<file path="src/rv_defines.svh">
// widths, memory depth, opcodes and funct3 codes of the rv32i core
`ifndef RV_DEFINES_SVH
`define RV_DEFINES_SVH

// datapath and register index widths
`define XLEN        32
`define REG_ADDR_W  5

// data memory depth in words
`define DMEM_WORDS  256

// major opcodes
`define OPC_OP      7'b0110011
`define OPC_OP_IMM  7'b0010011
`define OPC_LOAD    7'b0000011
`define OPC_STORE   7'b0100011
`define OPC_BRANCH  7'b1100011
`define OPC_SYSTEM  7'b1110011

// funct3 of alu operations
`define F3_ADD      3'b000
`define F3_SLL      3'b001
`define F3_SLT      3'b010
`define F3_SLTU     3'b011
`define F3_XOR      3'b100
`define F3_SR       3'b101
`define F3_OR       3'b110
`define F3_AND      3'b111

// funct3 of branches
`define F3_BEQ      3'b000
`define F3_BNE      3'b001

`endif

</file>
<file path="src/rv_pkg.sv">
// alu and forwarding enums, control bundle and pipeline payload structs
`default_nettype none

`include "rv_defines.svh"

package rv_pkg;

    typedef enum logic [3:0] {
        ALU_ADD,
        ALU_SUB,
        ALU_SLL,
        ALU_SLT,
        ALU_SLTU,
        ALU_XOR,
        ALU_SRL,
        ALU_SRA,
        ALU_OR,
        ALU_AND
    } alu_op_e;

    // where an execute operand comes from
    typedef enum logic [1:0] {
        FWD_RF,
        FWD_MEM,
        FWD_WB
    } fwd_sel_e;

    // all zero means no-op
    typedef struct packed {
        logic    reg_write;
        logic    mem_read;
        logic    mem_write;
        logic    alu_src;   // second operand is the immediate
        logic    branch;
        logic    branch_ne; // bne instead of beq
        logic    is_ecall;
        alu_op_e alu_op;
    } ctrl_t;

    typedef struct packed {
        logic [`XLEN-1:0] pc;
        logic [`XLEN-1:0] inst;
    } if_id_t;

    typedef struct packed {
        ctrl_t                  ctrl;
        logic [`XLEN-1:0]       pc;
        logic [`XLEN-1:0]       rs1_data;
        logic [`XLEN-1:0]       rs2_data;
        logic [`XLEN-1:0]       imm;
        logic [`REG_ADDR_W-1:0] rs1;
        logic [`REG_ADDR_W-1:0] rs2;
        logic [`REG_ADDR_W-1:0] rd;
    } id_ex_t;

    typedef struct packed {
        logic                   reg_write;
        logic                   mem_read;
        logic                   mem_write;
        logic                   is_ecall;
        logic [`XLEN-1:0]       alu_out;    // also the load/store address
        logic [`XLEN-1:0]       store_data;
        logic [`REG_ADDR_W-1:0] rd;
    } ex_mem_t;

    typedef struct packed {
        logic                   reg_write;
        logic                   is_ecall;
        logic [`XLEN-1:0]       wb_data;
        logic [`REG_ADDR_W-1:0] rd;
    } mem_wb_t;

    // retired register write seen outside the core
    typedef struct packed {
        logic [`REG_ADDR_W-1:0] rd;
        logic [`XLEN-1:0]       data;
    } wb_port_t;

endpackage

`default_nettype wire

</file>
<file path="src/pipe_reg.sv">
// stage register with hold and bubble insertion, generic over its payload
`default_nettype none

module pipe_reg #(
    parameter type payload_t = rv_pkg::if_id_t
) (
    input  wire      clk,
    input  wire      reset,
    input  wire      hold,   // keep the current payload
    input  wire      bubble, // load a no-op payload
    input  payload_t d,
    output payload_t q
);

    // bubble wins over hold so a flush can drop a stalled instruction
    always_ff @(posedge clk) begin
        if (reset || bubble) begin
            q <= '0;
        end else if (!hold) begin
            q <= d;
        end
    end

endmodule

`default_nettype wire

</file>
<file path="config.mk">
export PLATFORM = sky130hd
export DESIGN_NAME = pipe_reg
export DESIGN_NICKNAME = d
export VERILOG_FILES = /design/src/rv_pkg.sv /design/src/pipe_reg.sv
export VERILOG_INCLUDE_DIRS = /design/src
export SDC_FILE = /design/constraint.sdc
export NUM_CORES = 1
export LEC_CHECK = 0
export ABC_AREA = 1
export BUFFER_PORTS_ARGS = -buffer_cell sky130_fd_sc_hd__buf_2
export CAP_MARGIN = 20
export CORE_MARGIN = 2
export CORE_UTILIZATION = 35
export CTS_CLUSTER_SIZE = 25
export DETAILED_ROUTE_END_ITERATION = 10
export GPL_TIMING_DRIVEN = 0
export HOLD_SLACK_MARGIN = 0.02
export RECOVER_POWER = 100
export SLEW_MARGIN = 40
export SYNTH_ARGS = -nofsm -noshare
export SYNTH_HDL_FRONTEND = slang
export SYNTH_SLANG_ARGS = --single-unit
</file>
<file path="constraint.sdc">
create_clock -name clk -period 0.95 [get_ports clk]
set_input_delay 0.1425 -clock clk [delete_from_list [all_inputs] [get_ports clk]]
set_output_delay 0.1425 -clock clk [all_outputs]
set_load 0.1 [all_outputs]
</file>
======== After elaboration in Yosys (flattened, before gate mapping) ========
Cells that the tools add are included.
word-level totals
  output and inout port bits .............. 64
  bits in registers ....................... 64
  input bits .............................. 68
  logic and storage cells ................. 3
operators by class
  reductions and logical operators ........ 1
operators by type and width
  operator          count
  logical OR 1 bit  1

======== Depth between registers and ports, before layout ========
  word-level depth ........................ 1
  gate-level depth with buffers ........... 5
  mapped depth without buffers ............ 4

======== Worst setup path before layout ========
Ideal clock, no wire load.
  kind .................................... register to register
  start ................................... register q[55] (netlist name)
  end ..................................... register q[55] (netlist name)
  setup slack ............................. -313 ps
  required time ........................... 888 ps
  stages on the path, launching flop included .. 5
  library setup time ...................... 62 ps
  arrival time ............................ 1201 ps
  buffers on the path ..................... 0
  clock period less this slack ............ 1263 ps
  cells stage by stage .................... dfxtp_1 inv_1 nand2_1 nand2_1 nor2_2
RTL lines
  item                  line            RTL
  end signal, assigned  pipe_reg.sv:18  q <= '0;
  end signal, assigned  pipe_reg.sv:20  q <= d;
  end, declared         pipe_reg.sv:12  output payload_t q

======== Worst setup path in the final report ========
  start ................................... register q[53] (netlist name)
  end ..................................... output q[53] (netlist name)
No word-level cell between the ends.

==> impl_metrics.py <==
metrics = {
    "run_status": {
        "status": "finished with violations",
        "violations": "setup timing",
    },
    "floorplan": {
        "rows": 31,
        "die_w_um": 91.4,
        "io_pins": 132,
        "die-area_um2": 8350,
        "core_area_um2": 7330,
        "fp.dieH_um": 91.4,
        "start_util_pct": 36.4,
    },
    "sta": {
        "slew_headroom_pct": 84.4,
        "timing.hold.ws_ns": 0.0296,
        "final.setup.worst_slack_ns": -0.0628,
        "final_max_slew_viol_count": 0,
        "fmax_mhz": 987,
        "post-route-period-util_pct": 107,
        "period_minus_slack_ns": 1.01,
        "finalHoldViolations": 0,
        "grt_setup_unrepaired": "true",
        "fin_worst_skew_ns": 0,
        "setup_violations": 64,
        "tightest_slew_ns": 0.234,
    },
    "logic_synthesis": {
        "ys_types": 9,
        "yosys.area.top_type": "dfxtp_1",
        "synth_top_area_share_pct": 48.0,
        "ys_ff_latch": 64,
        "syn_inst": 405,
        "yosysWarningCount": 0,
        "synth_area_leaders": "dfxtp_1 48%, nand2_1 18%, nor2_1 17%",
        "avgSynthCellArea_um2": 6.60,
        "synth_area_um2": 2670,
        "synth_fp_nets": 473,
        "ys_seq_area_share_pct": 48.0,
    },
    "worst_setup_path": {
        "reg2reg_slack_ns": 0.19,
        "cp_slowest_cell": "dfxtp_2",
        "start_kind": "flop",
        "cpLargestDelayFamily": "flip-flops",
        "endpoint_kind": "output pin",
        "cp_num_buf_inv": 1,
        "reg2reg_depth": 5,
        "arrival_ns": 0.87,
        "slowest_delay_ns": 0.36,
        "crit_fanout": 2,
        "path_cells": "buf_12",
        "rr_startpoint": "q[9]",
        "r2r_end": "q[9]",
        "critPathKind": "reg2out",
        "cp.required_ns": 0.81,
    },
    "drt": {
        "routed_wl_um": 7470,
        "antenna_left": 0,
        "route.detailed.drc": 0,
        "num_vias": 2748,
        "wl_per_cell_um": 11.1,
        "first_pass_iters": 4,
        "viasPerCell": 4.08,
        "drtIter0Drc": 72,
    },
    "cts": {
        "clock_latency_ns": 0.32,
        "cts-root-buf": "clkbuf_8",
        "cts_max_level": 3,
        "clock-sinks": 64,
        "clkSlewWorstSetupHoldPaths_ns": 0.07,
        "cts-buffers-inserted": 9,
        "cts_tree": "done",
        "clock_tree.buffer_depth": 2,
    },
    "placement": {
        "gp_congestion": 0.731,
        "io_buffers": 130,
        "placed_cell_area_um2": 3540,
        "dp.cells": 634,
        "dp_hpwl_um": 4760,
    },
    "cells_and_area": {
        "largest_reg_flops": 64,
        "final_layout_size_suffix_gt1_share_pct": 42.3,
        "top_register": "q",
        "syn2layout_area_growth_pct": 83.0,
        "layout.nets": 637,
        "finalNonFillerCells": 673,
        "n_antenna_cell": 0,
        "design_area_um2": 4890,
        "top_regs": "q (64)",
    },
    "power": {
        "p_total_mw": 7.05,
        "p_switching_mw": 2.37,
        "clkPwrFrac_pct": 29.7,
        "cell_internal_pwr_mw": 4.68,
        "power_leakage_nw": 2.37,
        "irDropWorstVdd_mv": 0.715,
        "p_sw_share_pct": 33.6,
        "powerDensity_nw_per_um2": 1440,
        "combPwrFrac_pct": 28.7,
        "seqPwrFrac_pct": 41.6,
    },
    "global_routing": {
        "grt-ovfl-total": 0,
        "grt_first_pass_wirelength_um": 12300,
        "antenna_found_initial": 0,
        "grt_max_degree": 11,
        "track_usage_pct": 18.2,
        "grt_pass1_vias": 2711,
    },
    "worst_hold_path": {
        "hold_start": "d[52]",
        "worstHoldPathType": "in2reg",
        "worstHoldPathCells": 3,
        "hold_end": "q[52]",
    },
    "job": {
        "max_cap_viol_count": 0,
    },
}
## cells in the mapped netlist
library cell and number:
nand2_1 128, nor2_1 122, dfxtp_1 64, inv_1 64
buf_4 14, nor2_2 6, buf_2 3, buf_6 3
nor2_8 1
## worst max-delay path by stage
stage           start    end  cells after the start
2_1_floorplan   q[55]  q[55]                      4
3_3_place_gp   bubble  q[60]                      5
3_5_place_dp   bubble   q[5]                      5
4_1_cts         q[51]  q[51]                      1
5_1_grt         q[53]  q[53]                      1
6_report        q[53]  q[53]                      1
## layout by cell type (no fill, tap or decap)
master / Yosys / routed
nand2_1: 128 / 128
dfxtp_2: 0 / 56
clkbuf_8: 0 / 9
clkbuf_16: 0 / 1
dlygate4sd3_1: 0 / 14
nor2_1: 122 / 122
clkinv_2: 0 / 3
buf_4: 14 / 23
nor2_2: 6 / 6
buf_6: 3 / 3
dfxtp_4: 0 / 8
buf_2: 3 / 69
inv_1: 64 / 64
nor2_8: 1 / 1
clkbuf_1: 0 / 3
buf_12: 0 / 64
## layer usage
layer	GRT usage [%]	routed length (µm)
met2	32.2	3780
met1	20.4	3080
met4	6.69	101
met3	5.64	513
met5	0	0
## worst reg2reg max path, cell delays in order (launching register included)
cell and delay (ns):
dfxtp_2 0.34, buf_4 0.13, inv_1 0.04, nand2_1 0.05
nand2_1 0.06, nor2_1 0.04
## area by class of cell
type | count | area, µm²
sequential | 64 | 1380
fill | 588 | 2440
clock buffer | 13 | 160
tap | 99 | 124
multi-input combinational | 257 | 996
clock inverter | 3 | 15.0
inverter | 64 | 240
timing repair buffer | 153 | 1820
buffer | 20 | 154
## cell families after synthesis
kind of cell  after synthesis  share of synthesized area, %
flops                      64                          48.0
buf+inv                    84                          14.8
simple gates              257                          37.3
## through the flow
stage	setup WS, ns	utilization, %	setup TNS [ns]
after CTS	-0.0802	66.0	-4.23
after global routing	-0.0892	66.7	-4.83
after global placement	0.0115	48.3	0
final	-0.0628	66.7	-3.17
after floorplan	-0.00192	-	-0.00192
after detailed placement	-0.0172	48.3	-0.0736
## power by group through the flow
stage               Clock, mW  Combinational (mW)  Sequential, mW
floorplan                   0               0.405            3.78
global placement            0                1.58            2.92
detailed placement          0                1.59            2.93
CTS                      2.16                2.00            2.94
global route             2.28                2.14            2.95
finish                   2.09                2.02            2.93
## what timing repair did
action                     in CTS  in global routing
setup buffers                   3                  6
setup endpoints to repair      64                 64
hold buffers                   14                  0
resized for setup             256                  3
hold endpoints to repair       14                  0
Note: power is estimated with default switching activity, not from simulation.
