### src/rv_defines.svh
// widths, memory depth, opcodes and funct3 codes of the rv32i core
`ifndef RV_DEFINES_SVH
`define RV_DEFINES_SVH

// datapath and register index widths
`define XLEN        32
`define REG_ADDR_W  5

// data memory depth in words
`define DMEM_WORDS  256

// major opcodes
`define OPC_OP      7'b0110011
`define OPC_OP_IMM  7'b0010011
`define OPC_LOAD    7'b0000011
`define OPC_STORE   7'b0100011
`define OPC_BRANCH  7'b1100011
`define OPC_SYSTEM  7'b1110011

// funct3 of alu operations
`define F3_ADD      3'b000
`define F3_SLL      3'b001
`define F3_SLT      3'b010
`define F3_SLTU     3'b011
`define F3_XOR      3'b100
`define F3_SR       3'b101
`define F3_OR       3'b110
`define F3_AND      3'b111

// funct3 of branches
`define F3_BEQ      3'b000
`define F3_BNE      3'b001

`endif

### src/rv_pkg.sv
// alu and forwarding enums, control bundle and pipeline payload structs
`default_nettype none

`include "rv_defines.svh"

package rv_pkg;

    typedef enum logic [3:0] {
        ALU_ADD,
        ALU_SUB,
        ALU_SLL,
        ALU_SLT,
        ALU_SLTU,
        ALU_XOR,
        ALU_SRL,
        ALU_SRA,
        ALU_OR,
        ALU_AND
    } alu_op_e;

    // where an execute operand comes from
    typedef enum logic [1:0] {
        FWD_RF,
        FWD_MEM,
        FWD_WB
    } fwd_sel_e;

    // all zero means no-op
    typedef struct packed {
        logic    reg_write;
        logic    mem_read;
        logic    mem_write;
        logic    alu_src;   // second operand is the immediate
        logic    branch;
        logic    branch_ne; // bne instead of beq
        logic    is_ecall;
        alu_op_e alu_op;
    } ctrl_t;

    typedef struct packed {
        logic [`XLEN-1:0] pc;
        logic [`XLEN-1:0] inst;
    } if_id_t;

    typedef struct packed {
        ctrl_t                  ctrl;
        logic [`XLEN-1:0]       pc;
        logic [`XLEN-1:0]       rs1_data;
        logic [`XLEN-1:0]       rs2_data;
        logic [`XLEN-1:0]       imm;
        logic [`REG_ADDR_W-1:0] rs1;
        logic [`REG_ADDR_W-1:0] rs2;
        logic [`REG_ADDR_W-1:0] rd;
    } id_ex_t;

    typedef struct packed {
        logic                   reg_write;
        logic                   mem_read;
        logic                   mem_write;
        logic                   is_ecall;
        logic [`XLEN-1:0]       alu_out;    // also the load/store address
        logic [`XLEN-1:0]       store_data;
        logic [`REG_ADDR_W-1:0] rd;
    } ex_mem_t;

    typedef struct packed {
        logic                   reg_write;
        logic                   is_ecall;
        logic [`XLEN-1:0]       wb_data;
        logic [`REG_ADDR_W-1:0] rd;
    } mem_wb_t;

    // retired register write seen outside the core
    typedef struct packed {
        logic [`REG_ADDR_W-1:0] rd;
        logic [`XLEN-1:0]       data;
    } wb_port_t;

endpackage

`default_nettype wire

### src/fetch_unit.sv
// program counter, next-pc select and the instruction fetch port
`default_nettype none

`include "rv_defines.svh"

module fetch_unit (
    input  wire               clk,
    input  wire               reset,
    input  wire               stall,
    input  wire               halted,
    input  wire               branch_taken,
    input  wire [`XLEN-1:0]   branch_target,
    output logic [`XLEN-1:0]  imem_addr,
    input  wire [`XLEN-1:0]   imem_data,
    output rv_pkg::if_id_t    if_id
);
    import rv_pkg::*;

    logic [`XLEN-1:0] pc;
    logic [`XLEN-1:0] pc_next;

    always_comb begin
        if (halted) begin
            pc_next = pc; // frozen for good
        end else if (branch_taken) begin
            pc_next = branch_target;
        end else if (stall) begin
            pc_next = pc;
        end else begin
            pc_next = pc + `XLEN'd4;
        end
    end

    always_ff @(posedge clk) begin
        if (reset) begin
            pc <= '0;
        end else begin
            pc <= pc_next;
        end
    end

    assign imem_addr  = pc;
    assign if_id.pc   = pc;
    assign if_id.inst = imem_data; // imem answers in the same cycle

    pc_aligned: assert property (@(posedge clk) disable iff (reset) pc[1:0] == 2'b00)
        else $error("pc not word aligned: %h", pc);

endmodule

`default_nettype wire

### config.mk
export PLATFORM = sky130hd
export DESIGN_NAME = fetch_unit
export DESIGN_NICKNAME = d
export VERILOG_FILES = /design/src/rv_pkg.sv /design/src/fetch_unit.sv
export VERILOG_INCLUDE_DIRS = /design/src
export SDC_FILE = /design/constraint.sdc
export NUM_CORES = 1
export LEC_CHECK = 0
export BUFFER_PORTS_ARGS = -buffer_cell sky130_fd_sc_hd__buf_2
export CAP_MARGIN = 20
export CORE_UTILIZATION = 47
export CTS_CLUSTER_SIZE = 30
export DETAILED_ROUTE_END_ITERATION = 8
export PLACE_DENSITY = 0.95
export SYNTH_ARGS = -nofsm -noshare
export SYNTH_HDL_FRONTEND = slang
export SYNTH_SLANG_ARGS = --single-unit
### constraint.sdc
create_clock -name clk -period 3.1 [get_ports clk]
set_input_delay 0.62 -clock clk [delete_from_list [all_inputs] [get_ports clk]]
set_output_delay 0.62 -clock clk [all_outputs]
set_load 0.02 [all_outputs]
* Yosys cells after proc, flatten, opt, wreduce, memory -nomap -nowiden
Index checks and enable logic that the tools add are counted. W data, S select, Z words.
Word-level totals: bits in registers 32, bits of input ports 69, output and inout bits 96
Operators by class: add/subtract/negate cells 1, equality and inequality tests 1, multiplexer cells 2, bitwise gates (word level) 1, reduce and logical (&&, ||, !) cells 1
Operators by type and width (number):
- $mux W32 | 2
- $add A32 B3 Y32 const B | 1
- $ne A2 B1 Y1 const B | 1
- $reduce_and A2 Y1 | 1
- $not A1 Y1 | 1

* Depth between registers and ports, before layout
depth after elaboration 3, gate-level depth with buffers 8

* Least setup slack after synthesis
OpenSTA, ideal clock, no wires.
path type register -> register, start point register pc[2] (netlist: imem_addr[2]), end point register pc[22] (netlist: imem_addr[22]), library setup time 0.074 ns, arrival time 2.083 ns, path slack 0.943 ns, stages on the path, launching flop included 7, path buffers 0, period minus slack after synthesis 2.157 ns, cell sequence dfxtp_1 ha_1 nand4_2 nor4_4 nand4_1 or4_1 a31oi_1
On the way: word-level cells in the longest chain between the ends 3
Ends and longest elaborated chain:
- start, declared | line fetch_unit.sv:19 | logic [`XLEN-1:0] pc;
- start signal, assigned | line fetch_unit.sv:38 | pc <= pc_next;
- $add A32 B3 Y32 | line fetch_unit.sv:30 | pc_next = pc + `XLEN'd4;
- $mux W32 | line fetch_unit.sv:27 | end else if (stall) begin
- $mux W32 | line fetch_unit.sv:25 | end else if (branch_taken) begin
No other way between the ends. The select of a mux whose other input is x is not followed. A chain may end at the register's enable or synchronous reset.

* Worst setup path after layout
start point register pc[2] (netlist: imem_addr[2]), end point register pc[28] (netlist: imem_addr[28])
Same word-level chain as after synthesis.

==> results.md <==
- CTS Root Cell: clkbuf_8
- Critical path class: reg -> reg
- Reg2reg setup slack: 720 ps
- Wire per inst: 16.03 um
- Netlist cell types: 54
- Global Route Usage Sum: 23.82%
- Drt first pass iters: 5
- Net Sw Power: 370.9 uW
- Gr ovfl total: 0
- CP endpoint kind: register
- Share of layout cells above drive strength 1: 31.88%
- Number of routed nets with antenna violations: 0
- Syn Area/Cell: 7.428 um2
- Hold Buf Count CTS: 0
- Final non-filler cell total: 437
- Mapped Cells: 346
- Final Critical Period: 2379 ps
- Clock latency on the worst-skew pair: 300 ps
- Post-synth net total: 416
- Sequential area share after synthesis: 24.93%
- Ranking of synthesized cells by area: dfxtp_1 25%, buf_4 19%, a21oi_1 5.1%
- Final Skew: 7.709 ps
- Fill cells: 465
- Top layer in use: met4
- CP Max Fanout: 10
- Cell Pwr Density: 407.5 nW/um2
- RePlAce Congestion: 0.8853
- IO Pins: 165
- Share of the synthesized area in the top cell type: 24.93%
- Comb power frac: 23.2%
- Power Total: 1099 uW
- Routed wl met2: 3042 um
- RSZ-0062 raised after global routing: false
- Die Ht: 75.95 um
- Worst Reg-to-Reg Cells: 5
- Outcome: completed
- RR Startpoint: imem_addr[2]
- Clock power frac: 32.4%
- Tcrit/Tclk final: 76.74%
- H-tree depth: 2
- Seq cells post-synth: 32
- Vias: 2650
- Maxcap violations: 0
- Port buffer count: 100
- Worst Tran Pin Value: 893.4 ps
- CTS resizes: 0
- Slew Limit Fails: 0
- Setup_tns: 0 ps
- Largest stage delay, worst path: 640 ps
- Core Box Area: 5172 um2
- Startpoint types: register
- Met3 WL: 756 um
- Syn Std Cell Area: 2570 um2
- Internal: 728.4 uW
- Routed WL: 7005 um
- P&R area growth vs syn: 4.966%
- CP Launch Point: imem_addr[2]
- Length of routed wiring on met1: 2965 um
- First-pass GRT wire length: 11260 um
- CTS sink cnt: 32
- Sw frac: 33.74%
- Total CTS buffers: 5
- Largest area contributor in the netlist: dfxtp_1
- Syn. warnings: 0
- Final hold vios: 0
- Clk slew on worst S/H paths: 70 ps
- Post-synth ARST share: 0%
- Via-to-Cell Ratio: 6.064
- Placed Cells: 430
- Initial antenna violation count: 0
- Width of the chip: 75.95 um
- Crit path DAT: 2570 ps
- Peak supply drop: 160.6 uV
- Detail Placement HPWL: 4874 um
- Leak Pwr: 0.001176 uW
- Worst rel slew slack: 40.44%
- Initial drt markers: 435
- Antenna cells: 0
- # setup viols final: 0
- EDFF count, synth: 0
- Count of standard-cell rows: 26
- Post-synth top flop: dfxtp_1
- Setup Buffers After CTS: 0
- Largest net degree at the start of global routing: 44
- Crit path capture: imem_addr[28]
- # DRC: 0
- FF-to-FF End: imem_addr[28]
- Initial core utilization: 49.69%
- Die Area: 5768 um2
- Vias in the first global route: 2340
- Max FFs per register: 32
- Critical-path top delay cell: nor4_2
- CTS tree: yes
- Part of the power in registers: 44.3%
- FMAX: 420.3 MHz
- CP cell instances: ha_1 > nand4_2 > nor4_2 > nand3_1 > a211o_1
- CTS max path bufs: 2
- Nets: 437
- Tightest Hold Check Type: reg -> reg
- Worst EP required: 3290 ps
-- logic make-up after synthesis --
logic type / Yosys count / share of synthesized area, %
muxes: 2 / 0.7790
DFF: 32 / 24.93
adders and majority gates: 1 / 0.4868
and+or+nand+nor: 131 / 28.34
AOI/OAI and AO/OA: 88 / 22.49
buffers and inverters: 92 / 22.98
-- cell usage after synthesis, drive strengths merged (2+ instances only) --
master  count
or2         2
mux2i       2
nand2      32
inv         3
nor4       11
or4         3
buf        68
clkbuf     21
and4        3
o21ai      10
a211oi      2
a22o        2
nand4      10
a22oi       7
a21oi      26
a31o        2
o21bai      2
o31ai       4
a32o        2
dfxtp      32
a21o        3
or3         5
o211ai      3
and3        7
nor3       13
nand3      20
o22ai       2
a31oi      12
o311ai      3
nor2       19
-- through the flow --
stage	hold slack, ps	worst slack, ps	cell area (um2)	utilization, %
floorplan	546.8	942.7	2570	-
global placement	457.9	787.0	2601	50.29
detailed placement	465.9	741.8	2601	50.29
CTS	475.1	775.0	2698	52.15
global route	502.6	579.1	2698	52.15
finish	475.7	721.0	2698	52.15
-- placed cells by master (no fill, tap or decap), types with 4 or more instances in the layout --
cell	synthesis	final
o21ai_1	4	4
nor3_1	13	13
buf_2	4	100
nand3_1	18	18
nand4_1	9	9
nor4_1	8	8
clkbuf_8	0	7
a21oi_1	26	26
nand2_1	32	32
o21ai_0	6	6
o31ai_1	4	4
and3_1	7	7
nor2_1	19	19
or3_1	5	5
a22oi_1	7	7
a31oi_1	12	12
dfxtp_1	32	32
-- metal layers --
layer | up-vias | track usage, %
met4 | 0 | 12.12
met5 | - | 0
met3 | 31 | 5.783
met2 | 188 | 36.64
li1 | 1252 | -
met1 | 1179 | 30.89
-- final cells by class --
type                            count  area [um2]  share of cell area, %
Clock buffer                        7       96.34                  3.571
Inverter                            3       11.26                 0.4174
Multi-Input combinational cell    222        1339                  49.63
Sequential cell                    32       640.6                  23.75
Tap cell                           70       87.58                  3.247
Timing Repair Buffer              103       523.0                  19.39
-- power groups by stage --
stage          sequential (uW)  combinational [uW]  clock, uW
6_report                   487                 255        357
5_1_grt                    493                 275        373
4_1_cts                    485                 254        354
3_5_place_dp               495                 253          0
3_3_place_gp               492                 249          0
2_1_floorplan              513                 230          0
-- how the worst min path moves through the flow --
stage,from,to,slack (ps),cells after the start
2_1_floorplan,imem_addr[0],imem_addr[0],550,2
3_3_place_gp,imem_addr[1],imem_addr[1],460,2
3_5_place_dp,imem_addr[1],imem_addr[1],470,2
4_1_cts,imem_addr[1],imem_addr[1],480,2
5_1_grt,imem_addr[1],imem_addr[1],500,2
6_report,imem_addr[1],imem_addr[1],480,2
-- worst max-delay path, delay by kind of cell, from the launching register on --
family / cells / cell delay (ps)
simple gates: 3 / 1130
fa+ha+maj: 1 / 300
flops: 1 / 510
compound gates: 1 / 330
No activity file was read; power rests on OpenSTA's default activity.
