--- src/rv_defines.svh ---
// widths, memory depth, opcodes and funct3 codes of the rv32i core
`ifndef RV_DEFINES_SVH
`define RV_DEFINES_SVH

// datapath and register index widths
`define XLEN        32
`define REG_ADDR_W  5

// data memory depth in words
`define DMEM_WORDS  256

// major opcodes
`define OPC_OP      7'b0110011
`define OPC_OP_IMM  7'b0010011
`define OPC_LOAD    7'b0000011
`define OPC_STORE   7'b0100011
`define OPC_BRANCH  7'b1100011
`define OPC_SYSTEM  7'b1110011

// funct3 of alu operations
`define F3_ADD      3'b000
`define F3_SLL      3'b001
`define F3_SLT      3'b010
`define F3_SLTU     3'b011
`define F3_XOR      3'b100
`define F3_SR       3'b101
`define F3_OR       3'b110
`define F3_AND      3'b111

// funct3 of branches
`define F3_BEQ      3'b000
`define F3_BNE      3'b001

`endif

--- src/rv_pkg.sv ---
// alu and forwarding enums, control bundle and pipeline payload structs
`default_nettype none

`include "rv_defines.svh"

package rv_pkg;

    typedef enum logic [3:0] {
        ALU_ADD,
        ALU_SUB,
        ALU_SLL,
        ALU_SLT,
        ALU_SLTU,
        ALU_XOR,
        ALU_SRL,
        ALU_SRA,
        ALU_OR,
        ALU_AND
    } alu_op_e;

    // where an execute operand comes from
    typedef enum logic [1:0] {
        FWD_RF,
        FWD_MEM,
        FWD_WB
    } fwd_sel_e;

    // all zero means no-op
    typedef struct packed {
        logic    reg_write;
        logic    mem_read;
        logic    mem_write;
        logic    alu_src;   // second operand is the immediate
        logic    branch;
        logic    branch_ne; // bne instead of beq
        logic    is_ecall;
        alu_op_e alu_op;
    } ctrl_t;

    typedef struct packed {
        logic [`XLEN-1:0] pc;
        logic [`XLEN-1:0] inst;
    } if_id_t;

    typedef struct packed {
        ctrl_t                  ctrl;
        logic [`XLEN-1:0]       pc;
        logic [`XLEN-1:0]       rs1_data;
        logic [`XLEN-1:0]       rs2_data;
        logic [`XLEN-1:0]       imm;
        logic [`REG_ADDR_W-1:0] rs1;
        logic [`REG_ADDR_W-1:0] rs2;
        logic [`REG_ADDR_W-1:0] rd;
    } id_ex_t;

    typedef struct packed {
        logic                   reg_write;
        logic                   mem_read;
        logic                   mem_write;
        logic                   is_ecall;
        logic [`XLEN-1:0]       alu_out;    // also the load/store address
        logic [`XLEN-1:0]       store_data;
        logic [`REG_ADDR_W-1:0] rd;
    } ex_mem_t;

    typedef struct packed {
        logic                   reg_write;
        logic                   is_ecall;
        logic [`XLEN-1:0]       wb_data;
        logic [`REG_ADDR_W-1:0] rd;
    } mem_wb_t;

    // retired register write seen outside the core
    typedef struct packed {
        logic [`REG_ADDR_W-1:0] rd;
        logic [`XLEN-1:0]       data;
    } wb_port_t;

endpackage

`default_nettype wire

--- src/decode_unit.sv ---
// instruction decoder, immediate generator and 32-entry register file
`default_nettype none

`include "rv_defines.svh"

module decode_unit (
    input  wire            clk,
    input  wire            reset,
    input  rv_pkg::if_id_t  if_id,
    input  rv_pkg::mem_wb_t wb,
    output rv_pkg::id_ex_t  id_ex
);
    import rv_pkg::*;

    localparam int NUM_REGS = 2 ** `REG_ADDR_W;

    logic [`XLEN-1:0]       regs [NUM_REGS];
    logic [6:0]             opcode;
    logic [2:0]             funct3;
    logic [`REG_ADDR_W-1:0] rs1;
    logic [`REG_ADDR_W-1:0] rs2;
    logic [`XLEN-1:0]       imm_i;
    logic [`XLEN-1:0]       imm_s;
    logic [`XLEN-1:0]       imm_b;
    logic [`XLEN-1:0]       imm;
    logic                   wr_en;
    ctrl_t                  ctrl;

    assign opcode = if_id.inst[6:0];
    assign funct3 = if_id.inst[14:12];
    assign rs1    = if_id.inst[19:15];
    assign rs2    = if_id.inst[24:20];

    assign imm_i = {{20{if_id.inst[31]}}, if_id.inst[31:20]};
    assign imm_s = {{20{if_id.inst[31]}}, if_id.inst[31:25], if_id.inst[11:7]};
    assign imm_b = {{19{if_id.inst[31]}}, if_id.inst[31], if_id.inst[7],
                    if_id.inst[30:25], if_id.inst[11:8], 1'b0};

    // alt selects sub over add and sra over srl
    function automatic alu_op_e alu_from_f3(input logic [2:0] f3, input logic alt);
        alu_op_e op;
        case (f3)
            `F3_ADD:  op = alt ? ALU_SUB : ALU_ADD;
            `F3_SLL:  op = ALU_SLL;
            `F3_SLT:  op = ALU_SLT;
            `F3_SLTU: op = ALU_SLTU;
            `F3_XOR:  op = ALU_XOR;
            `F3_SR:   op = alt ? ALU_SRA : ALU_SRL;
            `F3_OR:   op = ALU_OR;
            default:  op = ALU_AND;
        endcase
        return op;
    endfunction

    always_comb begin
        ctrl = '0; // unknown opcodes decode as no-op
        imm  = imm_i;
        case (opcode)
            `OPC_OP: begin
                ctrl.reg_write = 1'b1;
                ctrl.alu_op    = alu_from_f3(funct3, if_id.inst[30]);
            end
            `OPC_OP_IMM: begin
                ctrl.reg_write = 1'b1;
                ctrl.alu_src   = 1'b1;
                // bit 30 is part of the immediate except on srai
                ctrl.alu_op    = alu_from_f3(funct3, if_id.inst[30] && funct3 == `F3_SR);
            end
            `OPC_LOAD: begin
                ctrl.reg_write = 1'b1;
                ctrl.mem_read  = 1'b1;
                ctrl.alu_src   = 1'b1;
            end
            `OPC_STORE: begin
                ctrl.mem_write = 1'b1;
                ctrl.alu_src   = 1'b1;
                imm            = imm_s;
            end
            `OPC_BRANCH: begin
                ctrl.branch    = (funct3 == `F3_BEQ) || (funct3 == `F3_BNE);
                ctrl.branch_ne = (funct3 == `F3_BNE);
                imm            = imm_b;
            end
            `OPC_SYSTEM: begin
                ctrl.is_ecall = (if_id.inst[31:7] == '0); // ebreak and csr ignored
            end
            default: begin
                ctrl = '0;
            end
        endcase
    end

    // register file, x0 never written
    assign wr_en = wb.reg_write && (wb.rd != '0);

    always_ff @(posedge clk) begin
        if (reset) begin
            for (int i = 0; i < NUM_REGS; i++) begin
                regs[i] <= '0;
            end
        end else if (wr_en) begin
            regs[wb.rd] <= wb.wb_data;
        end
    end

    // same-cycle write is seen by the read
    assign id_ex.rs1_data = (rs1 == '0) ? '0 :
                            (wr_en && wb.rd == rs1) ? wb.wb_data : regs[rs1];
    assign id_ex.rs2_data = (rs2 == '0) ? '0 :
                            (wr_en && wb.rd == rs2) ? wb.wb_data : regs[rs2];

    assign id_ex.ctrl = ctrl;
    assign id_ex.pc   = if_id.pc;
    assign id_ex.imm  = imm;
    assign id_ex.rs1  = rs1;
    assign id_ex.rs2  = rs2;
    assign id_ex.rd   = if_id.inst[11:7];

    no_read_and_write: assert property (@(posedge clk) disable iff (reset)
        !(ctrl.mem_read && ctrl.mem_write))
        else $error("decoded both mem_read and mem_write, inst %h", if_id.inst);

endmodule

`default_nettype wire

--- config.mk ---
export PLATFORM = sky130hd
export DESIGN_NAME = decode_unit
export DESIGN_NICKNAME = d
export VERILOG_FILES = /design/src/rv_pkg.sv /design/src/decode_unit.sv
export VERILOG_INCLUDE_DIRS = /design/src
export SDC_FILE = /design/constraint.sdc
export NUM_CORES = 2
export LEC_CHECK = 0
export BUFFER_PORTS_ARGS = -buffer_cell sky130_fd_sc_hd__buf_4
export CORE_MARGIN = 4
export CORE_UTILIZATION = 60
export DETAILED_ROUTE_END_ITERATION = 10
export MAX_ROUTING_LAYER = met4
export PLACE_DENSITY = 0.82
export SKIP_CTS_REPAIR_TIMING = 1
export SLEW_MARGIN = 15
export SYNTH_ARGS = -nofsm -noshare
export SYNTH_HDL_FRONTEND = slang
export SYNTH_SLANG_ARGS = --single-unit
--- constraint.sdc ---
create_clock -name clk -period 2.65 [get_ports clk]
set_input_delay 0.265 -clock clk [delete_from_list [all_inputs] [get_ports clk]]
set_output_delay 0.265 -clock clk [all_outputs]
set_load 0.05 [all_outputs]
# [After elaboration in Yosys (flattened, before gate mapping)]
# Memory sizes are Yosys's and may differ from the RTL's.
# Cells that the tools add are included.
[totals] regBits=0 mem_bits_rw=1024 input_bits=105 out_inout_bits=154 elab_cells=54 n_memories=1
[classes] n_eq_ne=14 mux=26 n_reduce_logical=13
[memory_table] memory="regs" depth=32 word_bits=32 read_ports=2 rd_clocked_by_memory_dff=0 write_ports=32 line_no="decode_unit.sv:17" text="logic [`XLEN-1:0] regs [NUM_REGS];"
[op_table] operator="$mux 32" count=5
[op_table] operator="$pmux 4 s7" count=2
[op_table] operator="$reduce_or 32->1" count=1
[op_table] operator="$logic_not 25->1" count=1
[op_table] operator="$pmux 12 s2" count=1
[op_table] operator="$mux 1" count=15
[op_table] operator="$eq 7x6->1 const B" count=2
[op_table] operator="$eq 7x7->1 const B" count=2
[op_table] operator="$eq 5x5->1" count=2
[op_table] operator="$logic_not 5->1" count=2
[op_table] operator="$eq 3x3->1 const B" count=3
[op_table] operator="$pmux 4 s2" count=1
[op_table] operator="$eq 7x2->1 const B" count=1
[op_table] operator="$eq 7x5->1 const B" count=1
[op_table] operator="$eq 3x2->1 const B" count=2
[op_table] operator="$reduce_or 3->1" count=2
[op_table] operator="$mux 5" count=1
[op_table] operator="$reduce_bool 5->1" count=1
[op_table] operator="$logic_and 1x1->1" count=4
[op_table] operator="$eq 3x1->1 const B" count=1
[op_table] operator="$logic_not 3->1" count=1
[op_table] operator="$mux 2" count=1
[op_table] operator="$logic_or 1x1->1" count=1

# [Depth between registers and ports, before layout]
[depth] depth_word=7 ltp_mapped=9 ltp_nobuf=5

# [Worst setup path after synthesis]
# OpenSTA, ideal clock, no wires.
[synth_timing] path_kind="input -> output" from="input if_id[15] (netlist bit)" to="output id_ex[147] (netlist bit)" arrival_time_ps=2821 required_ps=2385 slack_ps=-436 cell_stages=8 n_path_buf=5 cell_sequence="buf_4 > buf_6 > buf_6 > buf_6 > buf_4 > nor4_1 > nand3_1 > nor4_1"
[synth_rtl] element="from (decl)" line_no="decode_unit.sv:9" text="input rv_pkg::if_id_t if_id,"
[synth_rtl] element="to (decl)" line_no="decode_unit.sv:11" text="output rv_pkg::id_ex_t id_ex"

==> metrics.csv <==
metric,value,unit
status,"finished, violations left",
violations,negative setup slack,
wl_met2,89.4,mm
rsz0062_at_grt,true,
synth_ff_type,edfxtp_1,
place_congestion,1.03,
dr.pass1.iters,10,
maxClockFrequency,0.321,GHz
largest_reg_flops,1024,
ios,259,
clk_pin_slew_worst_paths,0.06,ns
avgRoutedWirePerCell,37.8,microns
clock_path_buffers,3,
grt_overflow,0,
synth_seq_cells,1024,
synth.distinct_cells,64,
fillers,5473,
p_sw_share,27.3,%
cp_max_fo,2,
port_buffers,193,
drc,0,
hp-class,input pin to register,
antenna_left,0,
drive_above_1_share,34.5,%
dpl_cell_area,61100,sq um
max-cap-violations,0,
die_area,98100,sq um
switching_power,11.2,mW
crit_end,id_ex[55],
critPathLaunch,regs[19][8]$_SDFFCE_PN0P_,
fin_crit,3.11,ns
final_nets,4317,
cts_tree,built,
cp.required,2.38,ns
wl_met3,38.4,mm
m1WireLength,62.7,mm
power.density,621,nW/um^2
grt_use_total,43.3,%
internal-power,29.9,mW
synth_area_per_cell,14.3,sq um
slew_headroom,35.2,%
design_area,66200,sq um
initial_core_util,60.7,%
path_class,register to output port,
synth_edf_count,1024,
worst_setup_path_start_kind,register,
peakVddDrop,510,uV
hold_violations,0,
area_growth,18.3,%
seq_power_share,46.8,%
tns,-10.58,ns
synth_area,55900,sq um
leakage,23.9,nW
hpwl,134,mm
top_register,regs,
cts_max_level,3,
end_kind,output port,
yosysSeqAreaShare,55.0,%
slew_violations,0,
grt_pass1_vias,41000,
die_width,313,microns
viasPerCell,7.53,
clock_power_share,36.0,%
finalPower,41.1,mW
grt_max_degree,45,
top_layer,met4,
setup_viol,62,
row_count,111,
num_vias,41900,
yosys_warnings,0,
period_share,117,%
layout_setup_ws,-0.463,ns
async_flop_share,0,%
postSynthCellCount,3921,
die_h,313,microns
layout.cells.non_filler,5571,
grt_pass1_wl,291,mm
drt_wl_total,211,mm
crit_arrival,2.85,ns
clk_root_buffer_cell,clkbuf_16,
clkSinkCount,1024,
power_frac_comb,17.3,%
reg.largest.list,regs x1024,
antenna_found_initial,14,
worstMarginPinSlew,0.967,ns
numCtsBuffers,102,
fp.coreArea,92100,sq um
dpl.cell_count,5323,
drt_iter0_drc,8147,
## cells by family (layout without fill, tap and decap cells)
kind of cell,Yosys count,count (layout),share of synthesized area [%]
other,1,64,0.00671
and+or+nand+nor,1340,1340,14.4
xor gates and xnor gates,10,10,0.157
AOI/OAI and AO/OA,396,396,5.14
muxes,664,664,20.9
buffers and inverters,486,830,4.41
DFF,1024,1024,55.0
## routing by layer
layer / vias to the layer above / GRT usage (%)
met5: - / -
met4: 0 / 32.5
met3: 1352 / 18.8
met2: 4830 / 59.4
met1: 20200 / 50.5
li1: 15500 / -
## worst min path at each step
stage / slack, ns / depth (start not counted) / to / from
after floorplan: 0.46 / 1 / regs[1][31]$_SDFFCE_PN0P_ / wb[36]
after global placement: 0.53 / 0 / id_ex[131] / if_id[52]
after detailed placement: 0.53 / 0 / id_ex[131] / if_id[52]
after CTS: -0.03 / 2 / regs[21][6]$_SDFFCE_PN0P_ / wb[11]
after global routing: 0.12 / 2 / regs[4][15]$_SDFFCE_PN0P_ / wb[20]
final: 0.1 / 2 / regs[23][15]$_SDFFCE_PN0P_ / wb[20]
## power by group through the flow
stage                     Clock (mW)  Combinational, mW  Sequential (mW)
after floorplan                    0               3.86             19.3
after global placement             0               6.17             19.4
after detailed placement           0               6.25             19.5
after CTS                       14.6               6.29             19.2
after global routing            15.4               7.14             19.3
final                           14.8               7.09             19.2
## cells in the final DEF (no fill, tap or decap), types with 10 or more instances in the layout
| cell type | netlist | final |
|---|---|---|
| a211oi_1 | 10 | 10 |
| a21oi_1 | 58 | 42 |
| a21oi_2 | 0 | 15 |
| a221o_1 | 17 | 16 |
| a221oi_1 | 36 | 25 |
| a221oi_2 | 2 | 11 |
| a22o_1 | 35 | 28 |
| a22oi_1 | 129 | 82 |
| a22oi_2 | 0 | 47 |
| and2_1 | 997 | 996 |
| buf_12 | 0 | 81 |
| buf_4 | 98 | 480 |
| buf_6 | 19 | 67 |
| bufinv_16 | 0 | 13 |
| clkbuf_1 | 258 | 18 |
| clkbuf_16 | 0 | 104 |
| clkinv_1 | 0 | 24 |
| clkinv_2 | 0 | 25 |
| conb_1 | 1 | 32 |
| diode_2 | 0 | 32 |
| edfxtp_1 | 1024 | 1024 |
| mux2_2 | 19 | 19 |
| mux2i_1 | 245 | 229 |
| mux2i_2 | 0 | 11 |
| mux4_2 | 400 | 400 |
| nand2_1 | 49 | 48 |
| nand2b_1 | 19 | 14 |
| nand3_1 | 37 | 32 |
| nand4_1 | 27 | 27 |
| nor2_1 | 80 | 33 |
| nor2_2 | 1 | 17 |
| nor2_4 | 1 | 32 |
| nor2b_1 | 16 | 13 |
| nor3_1 | 34 | 15 |
| nor3_2 | 1 | 12 |
| o21ai_0 | 32 | 26 |
| o22ai_1 | 37 | 13 |
| o22ai_2 | 0 | 16 |
| or2_2 | 34 | 32 |
## metrics by stage
step	util (%)	hold slack [ns]	worst slack, ns
6_report	71.9	0.0991	-0.463
4_1_cts	69.9	-0.0325	-0.594
3_5_place_dp	66.3	0.530	-0.583
5_1_grt	71.8	0.119	-0.500
3_3_place_gp	66.3	0.530	-0.602
2_1_floorplan	-	0.463	0.0419
## synthesized netlist by cell type (5+ instances only)
master | instances | area, sq um
o21ai_0 | 32 | 160
buf_1 | 17 | 63.8
and3b_1 | 5 | 43.8
nor4_1 | 9 | 56.3
mux2_2 | 19 | 214
nor3_1 | 34 | 170
and3_1 | 5 | 31.3
buf_6 | 19 | 214
nor2_1 | 80 | 300
mux2i_1 | 245 | 2450
a22o_1 | 35 | 307
o22ai_1 | 37 | 231
a221oi_1 | 36 | 315
a31oi_1 | 15 | 93.8
buf_2 | 87 | 435
a21oi_1 | 58 | 290
nand3_1 | 37 | 185
nand3b_1 | 6 | 45.0
nand2b_1 | 19 | 119
edfxtp_1 | 1024 | 30700
a211oi_1 | 10 | 75.1
nand4_1 | 27 | 169
a22oi_1 | 129 | 968
buf_4 | 98 | 736
o221ai_1 | 8 | 70.1
or2_2 | 34 | 213
xnor2_1 | 7 | 61.3
a221o_1 | 17 | 170
and2_1 | 997 | 6240
clkbuf_1 | 258 | 968
nand2_1 | 49 | 184
mux4_2 | 400 | 9010
nor2b_1 | 16 | 100
## final cells by class
class,count,area [sq um],area share [%]
multi-input combinational,2442,24300,36.8
clock inverter,67,663,1.00
inverter,5,18.8,0.0284
clock buffer,121,2650,4.00
timing repair buffer,637,6140,9.28
tap,1243,1560,2.35
antenna,32,80.1,0.121
sequential,1024,30700,46.5
## worst max-delay path: stages, from the launching register on
cell and delay (ns):
edfxtp_1 0.41, mux4_2 0.54, a22o_4 0.31, a221oi_4 0.20, o211ai_1 0.15, buf_4 0.18, a22o_1 0.19, buf_6 0.16
Note: power is estimated with default switching activity, not from simulation.
