`src/rv_defines.svh`:
```
// widths, memory depth, opcodes and funct3 codes of the rv32i core
`ifndef RV_DEFINES_SVH
`define RV_DEFINES_SVH

// datapath and register index widths
`define XLEN        32
`define REG_ADDR_W  5

// data memory depth in words
`define DMEM_WORDS  256

// major opcodes
`define OPC_OP      7'b0110011
`define OPC_OP_IMM  7'b0010011
`define OPC_LOAD    7'b0000011
`define OPC_STORE   7'b0100011
`define OPC_BRANCH  7'b1100011
`define OPC_SYSTEM  7'b1110011

// funct3 of alu operations
`define F3_ADD      3'b000
`define F3_SLL      3'b001
`define F3_SLT      3'b010
`define F3_SLTU     3'b011
`define F3_XOR      3'b100
`define F3_SR       3'b101
`define F3_OR       3'b110
`define F3_AND      3'b111

// funct3 of branches
`define F3_BEQ      3'b000
`define F3_BNE      3'b001

`endif

```
`src/rv_pkg.sv`:
```
// alu and forwarding enums, control bundle and pipeline payload structs
`default_nettype none

`include "rv_defines.svh"

package rv_pkg;

    typedef enum logic [3:0] {
        ALU_ADD,
        ALU_SUB,
        ALU_SLL,
        ALU_SLT,
        ALU_SLTU,
        ALU_XOR,
        ALU_SRL,
        ALU_SRA,
        ALU_OR,
        ALU_AND
    } alu_op_e;

    // where an execute operand comes from
    typedef enum logic [1:0] {
        FWD_RF,
        FWD_MEM,
        FWD_WB
    } fwd_sel_e;

    // all zero means no-op
    typedef struct packed {
        logic    reg_write;
        logic    mem_read;
        logic    mem_write;
        logic    alu_src;   // second operand is the immediate
        logic    branch;
        logic    branch_ne; // bne instead of beq
        logic    is_ecall;
        alu_op_e alu_op;
    } ctrl_t;

    typedef struct packed {
        logic [`XLEN-1:0] pc;
        logic [`XLEN-1:0] inst;
    } if_id_t;

    typedef struct packed {
        ctrl_t                  ctrl;
        logic [`XLEN-1:0]       pc;
        logic [`XLEN-1:0]       rs1_data;
        logic [`XLEN-1:0]       rs2_data;
        logic [`XLEN-1:0]       imm;
        logic [`REG_ADDR_W-1:0] rs1;
        logic [`REG_ADDR_W-1:0] rs2;
        logic [`REG_ADDR_W-1:0] rd;
    } id_ex_t;

    typedef struct packed {
        logic                   reg_write;
        logic                   mem_read;
        logic                   mem_write;
        logic                   is_ecall;
        logic [`XLEN-1:0]       alu_out;    // also the load/store address
        logic [`XLEN-1:0]       store_data;
        logic [`REG_ADDR_W-1:0] rd;
    } ex_mem_t;

    typedef struct packed {
        logic                   reg_write;
        logic                   is_ecall;
        logic [`XLEN-1:0]       wb_data;
        logic [`REG_ADDR_W-1:0] rd;
    } mem_wb_t;

    // retired register write seen outside the core
    typedef struct packed {
        logic [`REG_ADDR_W-1:0] rd;
        logic [`XLEN-1:0]       data;
    } wb_port_t;

endpackage

`default_nettype wire

```
`src/execute_unit.sv`:
```
// operand forwarding muxes, alu and beq/bne resolution
`default_nettype none

`include "rv_defines.svh"

module execute_unit (
    input  rv_pkg::id_ex_t    id_ex,
    input  rv_pkg::fwd_sel_e  fwd_a,
    input  rv_pkg::fwd_sel_e  fwd_b,
    input  wire [`XLEN-1:0]   mem_fwd,
    input  wire [`XLEN-1:0]   wb_fwd,
    output rv_pkg::ex_mem_t   ex_mem,
    output logic              branch_taken,
    output logic [`XLEN-1:0]  branch_target
);
    import rv_pkg::*;

    localparam int SHAMT_W = $clog2(`XLEN);

    logic [`XLEN-1:0]   op_a;
    logic [`XLEN-1:0]   op_b_reg;  // rs2 after forwarding, also the store data
    logic [`XLEN-1:0]   op_b;
    logic [`XLEN-1:0]   alu_out;
    logic [SHAMT_W-1:0] shamt;
    logic               equal;

    function automatic logic [`XLEN-1:0] pick(input fwd_sel_e sel,
                                              input logic [`XLEN-1:0] rf_val,
                                              input logic [`XLEN-1:0] mem_val,
                                              input logic [`XLEN-1:0] wb_val);
        logic [`XLEN-1:0] val;
        case (sel)
            FWD_MEM: val = mem_val;
            FWD_WB:  val = wb_val;
            default: val = rf_val;
        endcase
        return val;
    endfunction

    assign op_a     = pick(fwd_a, id_ex.rs1_data, mem_fwd, wb_fwd);
    assign op_b_reg = pick(fwd_b, id_ex.rs2_data, mem_fwd, wb_fwd);
    assign op_b     = id_ex.ctrl.alu_src ? id_ex.imm : op_b_reg;
    assign shamt    = op_b[SHAMT_W-1:0];

    always_comb begin
        case (id_ex.ctrl.alu_op)
            ALU_ADD:  alu_out = op_a + op_b;
            ALU_SUB:  alu_out = op_a - op_b;
            ALU_SLL:  alu_out = op_a << shamt;
            ALU_SLT:  alu_out = {{(`XLEN-1){1'b0}}, $signed(op_a) < $signed(op_b)};
            ALU_SLTU: alu_out = {{(`XLEN-1){1'b0}}, op_a < op_b};
            ALU_XOR:  alu_out = op_a ^ op_b;
            ALU_SRL:  alu_out = op_a >> shamt;
            ALU_SRA:  alu_out = $signed(op_a) >>> shamt;
            ALU_OR:   alu_out = op_a | op_b;
            default:  alu_out = op_a & op_b;
        endcase
    end

    // branches compare the two registers, never the immediate
    assign equal         = (op_a == op_b_reg);
    assign branch_taken  = id_ex.ctrl.branch && (id_ex.ctrl.branch_ne ? !equal : equal);
    assign branch_target = id_ex.pc + id_ex.imm;

    assign ex_mem.reg_write  = id_ex.ctrl.reg_write;
    assign ex_mem.mem_read   = id_ex.ctrl.mem_read;
    assign ex_mem.mem_write  = id_ex.ctrl.mem_write;
    assign ex_mem.is_ecall   = id_ex.ctrl.is_ecall;
    assign ex_mem.alu_out    = alu_out;
    assign ex_mem.store_data = op_b_reg;
    assign ex_mem.rd         = id_ex.rd;

endmodule

`default_nettype wire

```
`config.mk`:
```
export PLATFORM = sky130hd
export DESIGN_NAME = execute_unit
export DESIGN_NICKNAME = d
export VERILOG_FILES = /design/src/rv_pkg.sv /design/src/execute_unit.sv
export VERILOG_INCLUDE_DIRS = /design/src
export SDC_FILE = /design/constraint.sdc
export NUM_CORES = 1
export LEC_CHECK = 0
export BUFFER_PORTS_ARGS = -buffer_cell sky130_fd_sc_hd__buf_2
export CELL_PAD_IN_SITES_DETAIL_PLACEMENT = 1
export CELL_PAD_IN_SITES_GLOBAL_PLACEMENT = 1
export CORE_UTILIZATION = 35
export DETAILED_ROUTE_END_ITERATION = 7
export GPL_ROUTABILITY_DRIVEN = 0
export PLACE_DENSITY = 0.76
export SYNTH_ARGS = -nofsm -noshare
export SYNTH_HDL_FRONTEND = slang
export SYNTH_SLANG_ARGS = --single-unit
```
`constraint.sdc`:
```
create_clock -name vclk -period 12.1
set_input_delay 0.605 -clock vclk [all_inputs]
set_output_delay 0.605 -clock vclk [all_outputs]
set_load 0.005 [all_outputs]
```
* Word-level counts from Yosys, hierarchy flattened *
Cells that the tools add are included.

word-level totals
  register bits after elaboration = 0
  input port bits = 222
  output and inout port bits = 106
  word-level logic and storage cells = 32

operators by class
  add/subtract/negate cells = 3
  $lt $le $gt $ge = 2
  eq/ne operators = 13
  shift operators = 3
  multiplexer cells = 5
  bitwise logic cells = 3
  reduce and logical (&&, ||, !) cells = 3

operators by type and width
  cell                  count
  $pmux W32 S9          1
  $pmux W32 S2          2
  $add A32 B32 Y32      2
  $lt A32 B32 Y1        2
  $and A32 B32 Y32      1
  $eq A32 B32 Y1        1
  $mux W32              1
  $or A32 B32 Y32       1
  $shl A32 B5 Y32       1
  $shr A32 B5 Y32       1
  $sshr A32 B5 Y32      1
  $sub A32 B32 Y32      1
  $xor A32 B32 Y32      1
  $eq A4 B3 Y1 const B  4
  $eq A4 B2 Y1 const B  2
  $eq A2 B1 Y1 const B  2
  $eq A2 B2 Y1 const B  2
  $eq A4 B1 Y1 const B  1
  $eq A4 B4 Y1 const B  1
  $logic_not A4 Y1      1
  $logic_and A1 B1 Y1   1
  $logic_not A1 Y1      1
  $mux W1               1

* Depth between registers and ports, before layout *
Gate-level depths: netlist of the first run.

  depth after elaboration = 6
  gate-level depth with buffers = 23
  mapped depth without buffers = 18

* Least setup slack after synthesis of the first run *
Ideal clock, no wire load.

  kind = input to output
  from = input fwd_b[0]
  to = output ex_mem[65] (netlist bit)
  arrival time = 5.109 ns
  data required time = 11.495 ns
  path slack = 6.386 ns
  stages on the path = 21
  buffers on the path = 5
  path through = inv_1 -> ha_1 -> buf_2 -> a221oi_1 -> nor3_1 -> a21oi_1 -> clkbuf_1 -> buf_1 -> buf_1 -> ha_1 -> clkbuf_1 -> nor2_1 -> a211oi_1 -> o2111ai_1 -> nand4_1 -> a21oi_1 -> o41a_1 -> o21a_1 -> o31ai_1 -> mux2i_1 -> o32a_1

RTL lines
  what                line                source
  start: declaration  execute_unit.sv:9   input rv_pkg::fwd_sel_e fwd_b,
  end: declaration    execute_unit.sv:12  output rv_pkg::ex_mem_t ex_mem,

==> key figures, run 1 <==
Outcome
  – Outcome: finished clean

Yosys
  – Cell accounting for the most synthesized area: sky130_fd_sc_hd__ha_1
  – Top cell type's share of synthesized area: 13.35%
  – Gate Count Post-Synth: 1,960
  – Syn Area/Cell: 6.311 um2
  – Post-synthesis net count: 2,317
  – Top area cells in the synthesized netlist: sky130_fd_sc_hd__ha_1, sky130_fd_sc_hd__mux2i_1, sky130_fd_sc_hd__o21ai_0
  – Synth warn: 0
  – Most used standard cells in the synthesized netlist: sky130_fd_sc_hd__nand2_1, sky130_fd_sc_hd__nor2_1, sky130_fd_sc_hd__o21ai_0, sky130_fd_sc_hd__a21oi_1, sky130_fd_sc_hd__inv_1
  – Post-synth cell types: 79
  – Sequential-to-total area share from yosys stat: 0%
  – Netlist area before placement: 12,370 um2
  – Most repeated cell in the gate-level netlist after synthesis: sky130_fd_sc_hd__nand2_1

Routing
  – Routed Antenna Nets: 0
  – Via-to-Cell Ratio: 6.622
  – Average routed wire per standard cell: 27.33 um
  – DRC: 0
  – Number of DRC violations after detailed-routing iteration 0: 2,148
  – Final routed wirelength across all metal layers: 71,990 um
  – Number of detailed-route iterations in the first pass: 7
  – Via count: 17,440

Final layout
  – Num sequential: 0
  – Count of clock buffers in the final design: 0
  – Fraction of final layout cells sized beyond drive strength 1: 19.07%
  – FF+latch area: 0 um2
  – Post-synthesis to final-layout area growth: 15.53%
  – Final core utilization: 41.27%
  – Net count, final: 2,535

Critical path
  – WP data required: 11.49 ns
  – Kind of cell with the highest combined delay on the critical path: compound AO/OA/AOI/OAI gates
  – Worst Path Max Fanout: 50
  – Slowest stage cell, crit path: sky130_fd_sc_hd__buf_4
  – CP Cell Sequence: buf_2, inv_1, ha_1, buf_4, or3b_1, o211ai_4, buf_4, inv_2, buf_4, ha_1, fa_1, nand2b_1, a211oi_1, o2111ai_1, nand4_1, a21oi_1, o41a_1, o21a_1, o31ai_1, mux2i_1, o32a_1, buf_2
  – Setup crit end kind: primary output
  – Crit path buf inv count: 7
  – Data arrival time of the critical path: 7.03 ns
  – Startpoint types: primary input
  – Cell seen most often among critical-path stages: sky130_fd_sc_hd__buf_4
  – Delay of the slowest cell on the worst path: 0.61 ns
  – Critical path class: in2out

STA
  – Post-Route Setup TNS: 0 ns
  – Relative slew margins: 15.21%
  – Slew at the pin closest to its max-slew limit: 1.268 ns
  – Final max-slew violation count: 0
  – Setup WS post-layout: 4.465 ns
  – Final period utilization: 63.10%
  – Setup violations, final: 0
  – Hold Vio Cnt, Final: 0
  – Period minus WS final: 7.635 ns
  – Min Hold Slack: 1.210 ns
  – Maximum clock rate: 131.0 MHz
  – RSZ-0062 raised after global routing: false

Global route
  – Via count of the first global-routing pass: 17,280
  – Final global-route overflow total: 0
  – Overall fraction of global-route tracks in use: 38.19%
  – Pin count of the biggest net entering global routing: 67
  – Antenna violations before repair: 5
  – Global-route wire length before repair: 105,600 um

Die
  – Effective utilization at floorplan: 35.72%
  – Die ar.: 36,100 um2
  – Die Span Y: 190.0 um
  – Number of placement rows: 68
  – I/O pin cnt: 328
  – Floorplan Core Area: 34,630 um2
  – Die width: 190.0 um

CTS
  – Post-CTS Hold Fix Bufs: 0
  – CTS-repair resized insts: 0
  – Number of buffers added for setup after CTS: 0

Place
  – Port buffer count: 300
  – Estimated wirelength of the detail-placed design: 57,220 um
  – Worst slack after detailed placement: 4.651 ns

Min path
  – Path class of the lowest-slack min-delay path: in2out

Job
  – Count of max-cap constraint violations: 0
-- final timing paths --
kind / startpoint / to / slack (ns) / cells after the start
hold / removal: id_ex[2] / ex_mem[2] / 1.21 / 0
setup / recovery: fwd_b[0] / ex_mem[65] / 4.47 / 22
-- cell families after synthesis --
logic type	after synthesis	share of synthesized area, %
fa+ha+maj	135	13.84
simple gates	601	21.63
buf+inv	282	9.326
xor+xnor	80	5.665
mux	122	10.26
compound gates	740	39.29
-- through the flow --
| stage | std cells | cell area [um2] |
|---|---|---|
| 6_report | 2634 | 14290 |
| 5_1_grt | 2633 | 14290 |
| 4_1_cts | 2631 | 14280 |
| 3_5_place_dp | 2631 | 14280 |
| 3_3_place_gp | 2631 | 14280 |
| 2_1_floorplan | 1960 | 12370 |
-- cell usage in the layout, fill, tap and decap left out, types with 21 or more instances in the layout --
master | netlist | final
sky130_fd_sc_hd__buf_2 | 31 | 300
sky130_fd_sc_hd__nand2_1 | 224 | 224
sky130_fd_sc_hd__nor2_1 | 182 | 182
sky130_fd_sc_hd__a21oi_1 | 173 | 172
sky130_fd_sc_hd__o21ai_0 | 175 | 168
sky130_fd_sc_hd__inv_1 | 136 | 135
sky130_fd_sc_hd__ha_1 | 132 | 131
sky130_fd_sc_hd__mux2i_1 | 104 | 104
sky130_fd_sc_hd__xnor2_1 | 67 | 67
sky130_fd_sc_hd__buf_4 | 9 | 58
sky130_fd_sc_hd__nor3_1 | 49 | 47
sky130_fd_sc_hd__a22oi_1 | 40 | 40
sky130_fd_sc_hd__nand3_1 | 32 | 32
sky130_fd_sc_hd__o211ai_1 | 30 | 30
sky130_fd_sc_hd__a221o_1 | 28 | 28
sky130_fd_sc_hd__a31oi_1 | 28 | 28
sky130_fd_sc_hd__o21ai_1 | 20 | 27
sky130_fd_sc_hd__a211oi_1 | 25 | 25
sky130_fd_sc_hd__a21o_1 | 25 | 25
sky130_fd_sc_hd__o31ai_1 | 21 | 21
-- metal layers --
| layer | track usage, % | share of wire (%) |
|---|---|---|
| met3 | 11.60 | 12 |
| met1 | 44.21 | 37 |
| met2 | 60.57 | 44 |
| met4 | 25.28 | 7.9 |
| met5 | 0 | 0.018 |
-- layout make-up --
type	count	area [um2]
repair buffers	358	1937
fillers	4702	20340
inverters	140	525.5
multi-input cells	1678	11250
diodes	3	7.507
well taps	455	569.3
==> run 2: changes to the inputs <==
--- a/config.mk
+++ b/config.mk
@@ -12,7 +12,7 @@
 export CORE_UTILIZATION = 35
 export DETAILED_ROUTE_END_ITERATION = 7
 export GPL_ROUTABILITY_DRIVEN = 0
-export PLACE_DENSITY = 0.76
+export PLACE_DENSITY = 0.79
 export SYNTH_ARGS = -nofsm -noshare
 export SYNTH_HDL_FRONTEND = slang
 export SYNTH_SLANG_ARGS = --single-unit
==> constraint.sdc (replaced) <==
create_clock -name vclk -period 6.7
set_input_delay 0.335 -clock vclk [all_inputs]
set_output_delay 0.335 -clock vclk [all_outputs]
set_load 0.005 [all_outputs]
==> run 2 against run 1 <==
Net effect:
- global-route usage up 0.79 points
- sequential share of layout area unchanged
- cell count up 0.91%
==> key figures, run 2 (synthesis results as in run 1) <==
Outcome
  – Outcome: finished clean

Critical path
  – Worst setup path start: fwd_b[0]
  – Startpoint types: primary input
  – Worst Path Max Fanout: 20 (-60%)
  – Data arrival time of the critical path: 5.87 ns (-1.16 ns)
  – Critical path class: in2out
  – Setup crit end kind: primary output
  – Endpoint of the most critical setup path: ex_mem[65]
  – WP data required: 6.36 ns (-5.13 ns)

Final layout
  – Most common library cell in the layout ignoring fill and taps: sky130_fd_sc_hd__buf_2
  – Post-synthesis to final-layout area growth: 16.94%
  – Net count, final: 2,558 (+0.91%)
  – Commonest cells after routing, fill and taps aside: sky130_fd_sc_hd__buf_2, sky130_fd_sc_hd__nand2_1, sky130_fd_sc_hd__nor2_1
  – Count of clock buffers in the final design: 0 (unchanged)
  – Num sequential: 0 (unchanged)
  – FF+latch area: 0 um2 (unchanged)
  – Count of fill cells added during filler insertion: 4,692 (-0.21%)
  – Fraction of final layout cells sized beyond drive strength 1: 19.92% (+0.85 points)

Job
  – Count of max-cap constraint violations: 0 (unchanged)

Die
  – Die Span Y: 190.0 um (unchanged)
  – I/O pin cnt: 328 (unchanged)
  – Die width: 190.0 um (unchanged)
  – Number of placement rows: 68 (unchanged)
  – Die ar.: 36,100 um2 (unchanged)
  – Floorplan Core Area: 34,630 um2 (unchanged)
  – Effective utilization at floorplan: 35.72% (unchanged)

Routing
  – Final routed wirelength across all metal layers: 73,640 um (+2.3%)
  – Routed Antenna Nets: 0 (unchanged)
  – Average routed wire per standard cell: 27.70 um (+1.4%)
  – Number of detailed-route iterations in the first pass: 6 (-1)
  – Number of DRC violations after detailed-routing iteration 0: 2,324 (+8.2%)
  – DRC: 0 (unchanged)
  – Via-to-Cell Ratio: 6.722 (+1.5%)
  – Via count: 17,870 (+2.4%)

STA
  – Hold Vio Cnt, Final: 0 (unchanged)
  – Slew at the pin closest to its max-slew limit: 1.086 ns (-0.1817 ns)
  – Final period utilization: 92.66%
  – Setup violations, final: 0 (unchanged)
  – Relative slew margins: 25.71% (+11 points)
  – Period minus WS final: 6.208 ns
  – Final max-slew violation count: 0 (unchanged)
  – Post-Route Setup TNS: 0 ns (unchanged)
  – RSZ-0062 raised after global routing: false
  – Maximum clock rate: 161.1 MHz

CTS
  – Number of buffers added for setup after CTS: 0 (unchanged)
  – CTS-repair resized insts: 0 (unchanged)
  – Post-CTS Hold Fix Bufs: 0 (unchanged)

Global route
  – Met3 usage: 10.46% (-1.1 points)
  – Final global-route overflow total: 0 (unchanged)
  – Via count of the first global-routing pass: 17,300 (+0.093%)
  – Antenna violations before repair: 3 (-2)
  – Grt peak-use layer: met2
  – Met1 Usage GRT: 47.43% (+3.2 points)
  – Pin count of the biggest net entering global routing: 67 (unchanged)
  – Overall fraction of global-route tracks in use: 38.98% (+0.79 points)
  – GRT met2 Usage: 60.06% (-0.51 points)
  – Global-route wire length before repair: 107,500 um (+1.8%)

Min path
  – Path class of the lowest-slack min-delay path: in2out

Place
  – Estimated wirelength of the detail-placed design: 59,870 um (+4.6%)
  – Port buffer count: 300 (unchanged)
-- run 2: area by class of cell --
type	instances	area (um2)	share of cell area (%)
Tap cell	455	569.3	3.936
Multi-Input combinational cell	1678	11250	77.78
Antenna cell	4	10.01	0.06920
Timing Repair Buffer	381	2110	14.58
Inverter	140	525.5	3.633
-- run 2: worst min-delay path by stage --
stage,slack [ns],depth (start not counted),endpoint,startpoint
CTS,0.67,0,ex_mem[1],id_ex[1]
finish,0.67,0,ex_mem[70],id_ex[151]
floorplan,0.75,1,ex_mem[0],id_ex[0]
global route,0.67,0,ex_mem[72],id_ex[153]
global placement,0.67,0,ex_mem[1],id_ex[1]
detailed placement,0.67,0,ex_mem[1],id_ex[1]
-- run 2: critical path, cell delays in order --
cell and delay, ns:
sky130_fd_sc_hd__buf_2 0.11, sky130_fd_sc_hd__inv_1 0.06, sky130_fd_sc_hd__ha_1 0.67, sky130_fd_sc_hd__buf_4 0.36, sky130_fd_sc_hd__a22oi_1 0.09, sky130_fd_sc_hd__o21ai_0 0.41, sky130_fd_sc_hd__a21bo_2 0.23, sky130_fd_sc_hd__ha_1 0.34
sky130_fd_sc_hd__nor4_2 0.44, sky130_fd_sc_hd__nand2_1 0.14, sky130_fd_sc_hd__a211oi_1 0.47, sky130_fd_sc_hd__a21oi_1 0.22, sky130_fd_sc_hd__o41a_1 0.46, sky130_fd_sc_hd__o21a_1 0.25, sky130_fd_sc_hd__o31ai_1 0.34, sky130_fd_sc_hd__mux2i_1 0.23
sky130_fd_sc_hd__o32a_1 0.49, sky130_fd_sc_hd__buf_2 0.21
-- run 2: metal layers --
layer | vias up | wire (um)
met5 | - | 12
met4 | 2 | 6063
met2 | 1388 | 31030
met1 | 8484 | 27150
li1 | 7668 | -
met3 | 326 | 9383
-- run 2: per-stage QoR --
| step | worst slack [ns] | utilization (%) | hold slack (ns) | cell area [um2] | instances |
|---|---|---|---|---|---|
| final | 0.4917 | 41.77 | 0.6700 | 14470 | 2658 |
| after global routing | 0.3714 | 41.75 | 0.6700 | 14460 | 2655 |
| after CTS | 0.6845 | 41.74 | 0.6700 | 14460 | 2654 |
| after detailed placement | 0.7076 | 41.74 | 0.6700 | 14460 | 2654 |
| after global placement | 0.8574 | 41.74 | 0.6700 | 14460 | 2654 |
| after floorplan | 1.526 | - | 0.7508 | 12370 | 1960 |
